<file path="src/common/cache_pkg.sv">
// ------------------------------------------------------------
// Shared enums of the read cache: request opcodes and
// controller FSM states
// ------------------------------------------------------------

package cache_pkg;

    // ------------------------------------------------------------
    // Request opcodes
    // ------------------------------------------------------------

    typedef enum logic {
        OP_READ  = 1'b0,        // Return one word
        OP_INVAL = 1'b1         // Drop the selected line
    } cache_op_e;

    // ------------------------------------------------------------
    // Controller states
    // ------------------------------------------------------------

    typedef enum logic [1:0] {
        ST_SWEEP     = 2'd0,    // Clearing all lines after reset
        ST_IDLE      = 2'd1,    // Serving hits and invalidates
        ST_FILL_REQ  = 2'd2,    // Issue one memory read
        ST_FILL_WAIT = 2'd3     // Wait for the memory word
    } ctrl_state_e;

endpackage

</file>
<file path="src/cache_set/cache_mem.sv">
// ------------------------------------------------------------
// Word array with clocked write and asynchronous read
// ------------------------------------------------------------

`timescale 1ns/10ps

module cache_mem #(
    parameter int unsigned DATA_WIDTH = 32,     // Word width in bits
    parameter int unsigned ADDR_WIDTH = 4       // Address width in bits
) (
    input  logic                  i_clock,      // Clock
    input  logic                  i_we,         // Write enable
    input  logic [ADDR_WIDTH-1:0] i_addr,       // Read and write address
    input  logic [DATA_WIDTH-1:0] i_wdata,      // Word to store
    output logic [DATA_WIDTH-1:0] o_rdata       // Word at i_addr
);

    localparam int unsigned DEPTH = 2**ADDR_WIDTH;  // Number of words

    logic [DATA_WIDTH-1:0] mem [DEPTH];         // Storage, contents undefined at start

    // ------------------------------------------------------------
    // Write port
    // ------------------------------------------------------------

    always_ff @(posedge i_clock) begin
        if (i_we) begin
            mem[i_addr] <= i_wdata;             // Stored at the edge
        end
    end

    // ------------------------------------------------------------
    // Read port
    // ------------------------------------------------------------

    // Read is combinational, so a write shows up one cycle later
    assign o_rdata = mem[i_addr];

endmodule

</file>
<file path="src/cache_set/cache_set.sv">
// ------------------------------------------------------------
// Direct-mapped set: data memory, valid/tag memory and the
// tag compare that produces the hit flag
// ------------------------------------------------------------

`timescale 1ns/10ps

module cache_set #(
    parameter int unsigned DATA_WIDTH   = 32,   // Data word width
    parameter int unsigned TAG_WIDTH    = 8,    // Tag width
    parameter int unsigned INDEX_WIDTH  = 4,    // Line index width
    parameter int unsigned OFFSET_WIDTH = 2     // Word offset width inside a block
) (
    input  logic                    i_clock,    // Clock
    input  logic                    i_rst_n,    // Sync reset, active low
    input  logic                    i_write,    // Store word, mark line valid
    input  logic                    i_clear,    // Mark line invalid
    input  logic [TAG_WIDTH-1:0]    i_tag,      // Tag to store or compare
    input  logic [INDEX_WIDTH-1:0]  i_index,    // Line select
    input  logic [OFFSET_WIDTH-1:0] i_offset,   // Word select inside the line
    input  logic [DATA_WIDTH-1:0]   i_wdata,    // Refill word
    output logic [DATA_WIDTH-1:0]   o_rdata,    // Word at index/offset
    output logic                    o_hit       // Line valid and tag matches
);

    typedef struct packed {
        logic                 valid;            // Line holds data
        logic [TAG_WIDTH-1:0] tag;              // Upper address bits of the line
    } meta_t;

    logic  data_we;                             // Data memory write enable
    logic  meta_we;                             // Metadata memory write enable
    meta_t meta_wdata;                          // Metadata to store
    meta_t meta_rdata;                          // Metadata of the selected line

    // ------------------------------------------------------------
    // Write control
    // ------------------------------------------------------------

    assign data_we = i_write & ~i_clear;        // Clear never touches data
    assign meta_we = i_write | i_clear;

    // Clear wins over write, leaving an invalid line with a zero tag
    assign meta_wdata.valid = ~i_clear;
    assign meta_wdata.tag   = i_clear ? '0 : i_tag;

    // Hit is masked during reset and any update of the line
    assign o_hit = meta_rdata.valid & (meta_rdata.tag == i_tag)
                 & i_rst_n & ~i_write & ~i_clear;

    // ------------------------------------------------------------
    // Data memory, one word per index and offset
    // ------------------------------------------------------------

    cache_mem #(
        .DATA_WIDTH (DATA_WIDTH),
        .ADDR_WIDTH (INDEX_WIDTH + OFFSET_WIDTH)
    ) u_data_mem (
        .i_clock (i_clock),
        .i_we    (data_we),
        .i_addr  ({i_index, i_offset}),
        .i_wdata (i_wdata),
        .o_rdata (o_rdata)
    );

    // ------------------------------------------------------------
    // Metadata memory, one entry per line
    // ------------------------------------------------------------

    cache_mem #(
        .DATA_WIDTH ($bits(meta_t)),
        .ADDR_WIDTH (INDEX_WIDTH)
    ) u_meta_mem (
        .i_clock (i_clock),
        .i_we    (meta_we),
        .i_addr  (i_index),
        .i_wdata (meta_wdata),
        .o_rdata (meta_rdata)
    );

endmodule

</file>
<file path="src/cache_ctrl.sv">
// ------------------------------------------------------------
// Stage two: hit check, block refill, invalidate, reset sweep
// and read response register
// ------------------------------------------------------------

`timescale 1ns/10ps

module cache_ctrl
    import cache_pkg::*;
#(
    parameter int unsigned DATA_WIDTH   = 32,   // Data word width
    parameter int unsigned TAG_WIDTH    = 8,    // Tag width
    parameter int unsigned INDEX_WIDTH  = 4,    // Line index width
    parameter int unsigned OFFSET_WIDTH = 2     // Word offset width
) (
    input  logic                    i_clock,        // Clock
    input  logic                    i_rst_n,        // Sync reset, active low
    input  logic                    i_valid,        // Stage one holds a request
    input  cache_op_e               i_op,           // Stage one opcode
    input  logic [TAG_WIDTH-1:0]    i_tag,          // Stage one tag
    input  logic [INDEX_WIDTH-1:0]  i_index,        // Stage one index
    input  logic [OFFSET_WIDTH-1:0] i_offset,       // Stage one offset
    input  logic                    i_hit,          // Set hit flag
    input  logic [DATA_WIDTH-1:0]   i_set_rdata,    // Set read word
    input  logic                    i_mem_valid,    // Memory word strobe
    input  logic [DATA_WIDTH-1:0]   i_mem_rdata,    // Memory word
    output logic                    o_stall,        // Hold stage one
    output logic                    o_busy,         // Requester must wait
    output logic                    o_set_write,    // Store refill word
    output logic                    o_set_clear,    // Invalidate line
    output logic [INDEX_WIDTH-1:0]  o_set_index,    // Set line select
    output logic [OFFSET_WIDTH-1:0] o_set_offset,   // Set word select
    output logic [DATA_WIDTH-1:0]   o_set_wdata,    // Refill word to the set
    output logic                    o_mem_rd,       // Memory read strobe
    output logic [TAG_WIDTH+INDEX_WIDTH+OFFSET_WIDTH-1:0] o_mem_addr,  // Memory word address
    output logic                    o_rvalid,       // Read response strobe
    output logic [DATA_WIDTH-1:0]   o_rdata         // Read response word
);

    localparam int unsigned LAST_LINE = 2**INDEX_WIDTH - 1;    // Final sweep line
    localparam int unsigned LAST_WORD = 2**OFFSET_WIDTH - 1;   // Final word of a block

    ctrl_state_e             state_q;           // Current FSM state
    ctrl_state_e             state_d;           // Next FSM state
    logic [INDEX_WIDTH-1:0]  sweep_cnt;         // Line being cleared
    logic [OFFSET_WIDTH-1:0] fill_cnt;          // Block word being fetched
    logic                    rd_req;            // Read waiting in stage one, FSM idle
    logic                    read_hit;
    logic                    read_miss;

    // ------------------------------------------------------------
    // Request decode
    // ------------------------------------------------------------

    assign rd_req    = (state_q == ST_IDLE) & i_valid & (i_op == OP_READ);
    assign read_hit  = rd_req & i_hit;
    assign read_miss = rd_req & ~i_hit;

    // Stage one freezes while a miss sits there or the FSM is away from idle
    assign o_stall = (state_q != ST_IDLE) | read_miss;
    assign o_busy  = o_stall;                   // Nothing queued, so same condition

    // ------------------------------------------------------------
    // FSM next state
    // ------------------------------------------------------------

    always_comb begin
        state_d = state_q;
        case (state_q)
            ST_SWEEP: begin
                if (sweep_cnt == INDEX_WIDTH'(LAST_LINE)) begin
                    state_d = ST_IDLE;
                end
            end
            ST_IDLE: begin
                if (read_miss) begin
                    state_d = ST_FILL_REQ;  // Fetch from the block base
                end
            end
            ST_FILL_REQ: state_d = ST_FILL_WAIT;  // One-cycle strobe
            ST_FILL_WAIT: begin
                if (i_mem_valid) begin
                    // Back to idle replays the held request as a hit
                    state_d = (fill_cnt == OFFSET_WIDTH'(LAST_WORD)) ? ST_IDLE : ST_FILL_REQ;
                end
            end
        endcase
    end

    // ------------------------------------------------------------
    // State, counters and response strobe
    // ------------------------------------------------------------

    always_ff @(posedge i_clock) begin
        if (!i_rst_n) begin
            state_q   <= ST_SWEEP;
            sweep_cnt <= '0;
            fill_cnt  <= '0;
            o_rvalid  <= 1'b0;
        end else begin
            state_q  <= state_d;
            o_rvalid <= read_hit;
            if (state_q == ST_SWEEP) begin
                sweep_cnt <= sweep_cnt + 1'b1;  // Wraps to zero at the end
            end
            if (state_q == ST_FILL_WAIT && i_mem_valid) begin
                fill_cnt <= fill_cnt + 1'b1;    // Wraps to zero after last word
            end
        end
    end

    always_ff @(posedge i_clock) begin
        if (read_hit) begin
            o_rdata <= i_set_rdata;             // Held until the next hit
        end
    end

    // ------------------------------------------------------------
    // Set steering
    // ------------------------------------------------------------

    always_comb begin
        o_set_write  = 1'b0;
        o_set_clear  = 1'b0;
        o_set_index  = i_index;                 // Default is the stage one request
        o_set_offset = i_offset;
        case (state_q)
            ST_SWEEP: begin
                o_set_clear  = 1'b1;
                o_set_index  = sweep_cnt;
                o_set_offset = '0;
            end
            ST_IDLE: begin
                o_set_clear = i_valid & (i_op == OP_INVAL);  // Same cycle, no stall
            end
            ST_FILL_REQ: begin
                o_set_offset = fill_cnt;
            end
            ST_FILL_WAIT: begin
                o_set_write  = i_mem_valid;     // Word, tag and valid together
                o_set_offset = fill_cnt;
            end
        endcase
    end

    assign o_set_wdata = i_mem_rdata;

    // Memory side
    assign o_mem_rd   = (state_q == ST_FILL_REQ);
    assign o_mem_addr = {i_tag, i_index, fill_cnt};

endmodule

</file>
<file path="src/cache_req_stage.sv">
// ------------------------------------------------------------
// Stage one: request register with address split
// ------------------------------------------------------------

`timescale 1ns/10ps

module cache_req_stage
    import cache_pkg::*;
#(
    parameter int unsigned DATA_WIDTH   = 32,   // Data word width
    parameter int unsigned TAG_WIDTH    = 8,    // Tag width
    parameter int unsigned INDEX_WIDTH  = 4,    // Line index width
    parameter int unsigned OFFSET_WIDTH = 2     // Word offset width
) (
    input  logic                    i_clock,    // Clock
    input  logic                    i_rst_n,    // Sync reset, active low
    input  logic                    i_req,      // Request strobe
    input  cache_op_e               i_op,       // Request opcode
    input  logic [TAG_WIDTH+INDEX_WIDTH+OFFSET_WIDTH-1:0] i_addr,  // Word address
    input  logic                    i_stall,    // Hold current request
    output logic                    o_valid,    // Stage holds a request
    output cache_op_e               o_op,       // Held opcode
    output logic [TAG_WIDTH-1:0]    o_tag,      // Address tag field
    output logic [INDEX_WIDTH-1:0]  o_index,    // Address index field
    output logic [OFFSET_WIDTH-1:0] o_offset    // Address offset field
);

    localparam int unsigned ADDR_WIDTH = TAG_WIDTH + INDEX_WIDTH + OFFSET_WIDTH;

    logic [ADDR_WIDTH-1:0] addr_q;              // Registered word address

    // ------------------------------------------------------------
    // Valid flag
    // ------------------------------------------------------------

    always_ff @(posedge i_clock) begin
        if (!i_rst_n) begin
            o_valid <= 1'b0;
        end else if (!i_stall) begin
            o_valid <= i_req;                   // Empties when no new request
        end
    end

    // Payload, loaded only on a fresh request
    always_ff @(posedge i_clock) begin
        if (!i_stall && i_req) begin
            o_op   <= i_op;
            addr_q <= i_addr;
        end
    end

    // Tag | index | offset, MSB first
    assign o_tag    = addr_q[ADDR_WIDTH-1 -: TAG_WIDTH];
    assign o_index  = addr_q[OFFSET_WIDTH +: INDEX_WIDTH];
    assign o_offset = addr_q[OFFSET_WIDTH-1:0];

endmodule

</file>
<file path="src/cache_top.sv">
// ------------------------------------------------------------
// Read cache top level: request stage, controller and set
// ------------------------------------------------------------

`timescale 1ns/10ps

module cache_top
    import cache_pkg::*;
#(
    parameter int unsigned DATA_WIDTH   = 32,   // Data word width
    parameter int unsigned TAG_WIDTH    = 8,    // Tag width
    parameter int unsigned INDEX_WIDTH  = 4,    // 16 lines
    parameter int unsigned OFFSET_WIDTH = 2     // 4 words per block
) (
    input  logic                  i_clock,      // Clock
    input  logic                  i_rst_n,      // Sync reset, active low
    input  logic                  i_req,        // Request strobe
    input  cache_op_e             i_op,         // Request opcode
    input  logic [TAG_WIDTH+INDEX_WIDTH+OFFSET_WIDTH-1:0] i_addr,      // Word address
    input  logic                  i_mem_valid,  // Memory word strobe
    input  logic [DATA_WIDTH-1:0] i_mem_rdata,  // Memory word
    output logic                  o_busy,       // Requester must not strobe
    output logic                  o_valid,      // Read response strobe
    output logic [DATA_WIDTH-1:0] o_rdata,      // Read response word
    output logic                  o_mem_rd,     // Memory read strobe
    output logic [TAG_WIDTH+INDEX_WIDTH+OFFSET_WIDTH-1:0] o_mem_addr   // Memory word address
);

    // Stage one to controller
    logic                    s1_valid;
    cache_op_e               s1_op;
    logic [TAG_WIDTH-1:0]    s1_tag;            // Also the set compare tag
    logic [INDEX_WIDTH-1:0]  s1_index;
    logic [OFFSET_WIDTH-1:0] s1_offset;
    logic                    stall;

    // Controller to set
    logic                    set_write;
    logic                    set_clear;
    logic [INDEX_WIDTH-1:0]  set_index;
    logic [OFFSET_WIDTH-1:0] set_offset;
    logic [DATA_WIDTH-1:0]   set_wdata;
    logic                    set_hit;
    logic [DATA_WIDTH-1:0]   set_rdata;

    cache_req_stage #(
        .DATA_WIDTH (DATA_WIDTH), .TAG_WIDTH (TAG_WIDTH),
        .INDEX_WIDTH (INDEX_WIDTH), .OFFSET_WIDTH (OFFSET_WIDTH)
    ) u_req_stage (
        .i_clock (i_clock), .i_rst_n (i_rst_n), .i_req (i_req), .i_op (i_op),
        .i_addr (i_addr), .i_stall (stall), .o_valid (s1_valid), .o_op (s1_op),
        .o_tag (s1_tag), .o_index (s1_index), .o_offset (s1_offset)
    );

    cache_ctrl #(
        .DATA_WIDTH (DATA_WIDTH), .TAG_WIDTH (TAG_WIDTH),
        .INDEX_WIDTH (INDEX_WIDTH), .OFFSET_WIDTH (OFFSET_WIDTH)
    ) u_ctrl (
        .i_clock (i_clock), .i_rst_n (i_rst_n), .i_valid (s1_valid), .i_op (s1_op),
        .i_tag (s1_tag), .i_index (s1_index), .i_offset (s1_offset), .i_hit (set_hit),
        .i_set_rdata (set_rdata), .i_mem_valid (i_mem_valid), .i_mem_rdata (i_mem_rdata),
        .o_stall (stall), .o_busy (o_busy), .o_set_write (set_write),
        .o_set_clear (set_clear), .o_set_index (set_index), .o_set_offset (set_offset),
        .o_set_wdata (set_wdata), .o_mem_rd (o_mem_rd), .o_mem_addr (o_mem_addr),
        .o_rvalid (o_valid), .o_rdata (o_rdata)
    );

    cache_set #(
        .DATA_WIDTH (DATA_WIDTH), .TAG_WIDTH (TAG_WIDTH),
        .INDEX_WIDTH (INDEX_WIDTH), .OFFSET_WIDTH (OFFSET_WIDTH)
    ) u_set (
        .i_clock (i_clock), .i_rst_n (i_rst_n), .i_write (set_write),
        .i_clear (set_clear), .i_tag (s1_tag), .i_index (set_index),
        .i_offset (set_offset), .i_wdata (set_wdata), .o_rdata (set_rdata),
        .o_hit (set_hit)
    );

endmodule

</file>
<file path="config.mk">
export PLATFORM = sky130hd
export DESIGN_NAME = cache_top
export DESIGN_NICKNAME = d
export VERILOG_FILES = /design/src/common/cache_pkg.sv /design/src/cache_set/cache_mem.sv /design/src/cache_set/cache_set.sv /design/src/cache_ctrl.sv /design/src/cache_req_stage.sv /design/src/cache_top.sv
export SDC_FILE = /design/constraint.sdc
export NUM_CORES = 2
export LEC_CHECK = 0
export BUFFER_PORTS_ARGS = -buffer_cell sky130_fd_sc_hd__buf_2
export CELL_PAD_IN_SITES_DETAIL_PLACEMENT = 0
export CELL_PAD_IN_SITES_GLOBAL_PLACEMENT = 1
export CORE_ASPECT_RATIO = 1.1
export CORE_MARGIN = 2
export CORE_UTILIZATION = 40
export CTS_CLUSTER_DIAMETER = 120
export CTS_CLUSTER_SIZE = 14
export DETAILED_ROUTE_END_ITERATION = 6
export PLACE_DENSITY = 0.72
export SLEW_MARGIN = 40
export SYNTH_ARGS = -nofsm -noshare
export SYNTH_HDL_FRONTEND = slang
export SYNTH_HIERARCHICAL = 1
export SYNTH_SLANG_ARGS = --single-unit
</file>
<file path="constraint.sdc">
create_clock -name i_clock -period 12.23 [get_ports i_clock]
set_input_delay 0 -clock i_clock [delete_from_list [all_inputs] [get_ports i_clock]]
set_output_delay 0 -clock i_clock [all_outputs]
set_load 0.01 [all_outputs]
</file>
==> run_results.csv <==
group,metric,value,unit
cts,clk_pin_slew,70,ps
cts,clock_latency,850,ps
status,violations,"DRC",
die,core,214000,µm²
placement,dp_cells,7413,
cts,post_cts_buffers,0,
cts,cts_buffers,178,
cells_and_area,fill_cells,18100,
synth,synth_area,86400,µm²
die,die_h,491,µm
global_route,grt_usage,20.9,%
global_route,grt_pass1_vias,44900,
synth,synthArstFlopShare,0,%
status,status,"finished, violations left",
sta,finalSetupViolCount,0,
global_route,grt_overflow,0,
cts,cts_sinks,2249,
critical_path,path_buf_inv,3,
critical_path,path_delay_family,"simple AND/OR/NAND/NOR gates",
placement,gp_congestion,0.859,
sta,worstMarginPinSlew,1020,ps
synth,syn_avg_cell_area,18.6,µm²
synth,ys_seq_elements,2249,
global_route,grt.busiest_layer,"met2",
critical_path,critPathArrivalTime,6520,ps
critical_path,cp_cell_sequence,"nor2_8 > mux2_8 > buf_4 > buf_12 > mux4_1 > a22oi_1 > nand2_1 > xor2_1 > or3_1 > nor3_2 > o21ai_0 > nor2b_2 > o21a_1 > dlygate4sd3_1",
cts,cts_max_level,4,
cells_and_area,finalInstanceArea,96400,µm²
synth,yosys_warnings,6,
global_route,gr-usage-met2,34.4,%
drt,routed_wl,233000,µm
drt,first_iter_violations,5855,
sta,hold-worst-slack,63.1,ps
run,maxCapViolations,0,
global_route,gr-usage-met3,3.52,%
drt,vias,46100,
die,die_area,220000,µm²
drt,vias_per_cell,5.99,
cells_and_area,final_cells,7701,
cells_and_area,drive_gt1_share,17.9,%
sta,final.period_utilization,47.0,%
synth,ys_top_cells_by_count,"edfxtp_1 (2239), mux2i_1 (261), a22oi_1 (206), a221oi_1 (176), clkbuf_1 (174)",
cts,clock_path_buffers,3,
critical_path,crit_slowest_cell,"mux2_8",
critical_path,crit_path_start_kind,"flip-flop",
sta,clock.fmax,0.174,GHz
sta,worst_clock_skew,38.5,ps
sta,tns,0,ps
sta,fin_crit,5740,ps
synth,yosysMostFrequentCell,"edfxtp_1",
global_route,grt_pass1_wl,333000,µm
sta,hold_viol,0,
critical_path,path_class,"flip-flop to flip-flop",
placement,io_buffers,99,
die,rows,178,
placement,dp_hpwl,133000,µm
cts,cts.repair.resized,0,
sta,maxSlewViolCount,0,
min_path,min_path_type,"input pin to flip-flop",
synth,syn_nets,4684,
cells_and_area,syn_to_final_growth,11.6,%
sta,slew_headroom,32.2,%
sta,rsz0062_at_grt,"no",
die,initial_core_util,40.3,%
global_route,grt_max_degree,101,
synth,yosys-top-cells-area,"edfxtp_1 (78%), mux4_2 (3.1%), mux2i_1 (3.0%)",
die,boundaryPins,100,
pwr,p_per_area,148,nW/µm²
drt,wl_per_cell,30.3,µm
placement,placed_area,90800,µm²
global_route,met1_usage,28.6,%
pwr,leakagePower,29.8,nW
cts,cts_root_buffer,"clkbuf_16",
placement,place_ws,6520,ps
synth,yosysSeqAreaShare,78.1,%
drt,ant_nets,0,
synth,synth_enable_flop_cells,2239,
critical_path,crit_path_end_kind,"flip-flop",
synth,synthFlopType,"edfxtp_1",
global_route,antenna_found_initial,15,
critical_path,path_max_fanout,60,
cells_and_area,nets,4839,
critical_path,cpPeakStageDelay,690,ps
synth,synth_top_area_cell,"edfxtp_1",
synth,synth_cell_type_count,68,
sta,fin_ws,6490,ps
drt,dr.pass1.iters,7,
die,die_w,447,µm
drt,drc,2,
synth,synth_top_area_share,77.9,%
cts,cts_tree,"done",
synth,synth_cells,4631,
critical_path,required,13010,ps
cts,cts_hold_buf,67,
pwr,vdd_drop_max,0.161,mV
==> where the power goes <==
| group | total [W] | switching, W | internal (W) |
|---|---|---|---|
| clock network | 0.00521 | 0.00254 | 0.00266 |
| registers | 0.00848 | 0.00000316 | 0.00848 |
| logic | 0.000579 | 0.000393 | 0.000186 |
==> flip-flops by register name, indices dropped and copies added (netlist names) <==
signal	flops
u_set/u_data_mem/mem	2048
u_set/u_meta_mem/mem	144
u_ctrl/o_rdata	32
u_req_stage/addr_q	14
u_ctrl/sweep_cnt	4
u_ctrl/fill_cnt	2
u_ctrl/state_q	2
u_ctrl/o_rvalid	1
u_req_stage/o_op	1
u_req_stage/o_valid	1
==> logic make-up after synthesis <==
group / after synthesis / synth area share [%]
flip-flops: 2249 / 78.1
AO/OA/AOI/OAI: 961 / 8.16
multiplexers: 544 / 8.50
AND/OR/NAND/NOR: 499 / 3.05
buffers and inverters: 365 / 2.07
XOR/XNOR: 11 / 0.112
adder cells (fa/ha/maj): 2 / 0.0290
==> placed cells by master (no fill, tap or decap), types with 12 or more instances in the layout <==
cell type and instances:
a211oi_1 17, a21oi_1 122, a221o_1 15, a221oi_1 176
a222oi_1 16, a22o_1 66, a22oi_1 206, a31oi_1 43
and3_1 86, buf_2 95, buf_4 152, clkbuf_1 16
clkbuf_16 183, dlygate4sd3_1 67, edfxtp_1 2239, mux2_2 148
mux2i_1 261, mux4_1 14, mux4_2 118, nand2_1 40
nand2b_1 19, nand3_1 53, nor2_1 81, nor2_2 13
nor2_4 69, nor2b_2 12, nor3_1 23, nor4_1 14
o21ai_0 86, o22a_1 70, o22ai_1 93, o2bb2ai_1 15
or4_1 15, or4b_1 14
==> per-layer routing <==
metal / share of wire [%] / wire length [µm] / vias to the layer above
met5: 0.034 / 80 / -
met4: 2.9 / 6850 / 6
met3: 8.4 / 19700 / 328
met2: 49 / 114000 / 2337
met1: 40 / 92900 / 24100
li1: - / - / 19300
==> metrics by stage <==
step           power, W  util (%)
3_3_place_gp    0.00919      42.3
6_report         0.0143      45.0
3_5_place_dp    0.00920      42.4
4_1_cts          0.0143      44.9
2_1_floorplan   0.00898         -
5_1_grt          0.0146      45.0
==> worst register-to-register path, cell delays in order (launching register included) <==
cell and delay [ps]:
dfxtp_1 670, nor2_8 90, mux2_8 690, buf_4 490, buf_12 290, mux4_1 640
a22oi_1 280, nand2_1 110, xor2_1 150, or3_1 320, nor3_2 310, o21ai_0 250
nor2b_2 640, o21a_1 220, dlygate4sd3_1 540
==> worst paths after layout <==
kind	from	endpoint	slack [ps]	cells after the start
hold / removal	i_rst_n	u_ctrl/sweep_cnt[3]	60	4
hold reg to reg	u_ctrl/sweep_cnt[3]	u_ctrl/sweep_cnt[3]	500	2
setup reg to reg	u_ctrl/state_q[1]	u_req_stage/o_valid	6490	14
setup / recovery	u_ctrl/state_q[1]	u_req_stage/o_valid	6490	14
==> final cells by class <==
| class | count | area, µm² | area share, % |
|---|---|---|---|
| clock inverters | 10 | 145 | 0.151 |
| flip-flops and latches | 2249 | 67400 | 70.0 |
| diodes | 6 | 15.0 | 0.0156 |
| inverters | 5 | 26.3 | 0.0273 |
| repair buffers | 335 | 2630 | 2.73 |
| multi-input cells | 2017 | 17900 | 18.6 |
| clock buffers | 199 | 4640 | 4.81 |
| well taps | 2880 | 3600 | 3.74 |
Note: power is estimated with default switching activity, not from simulation.
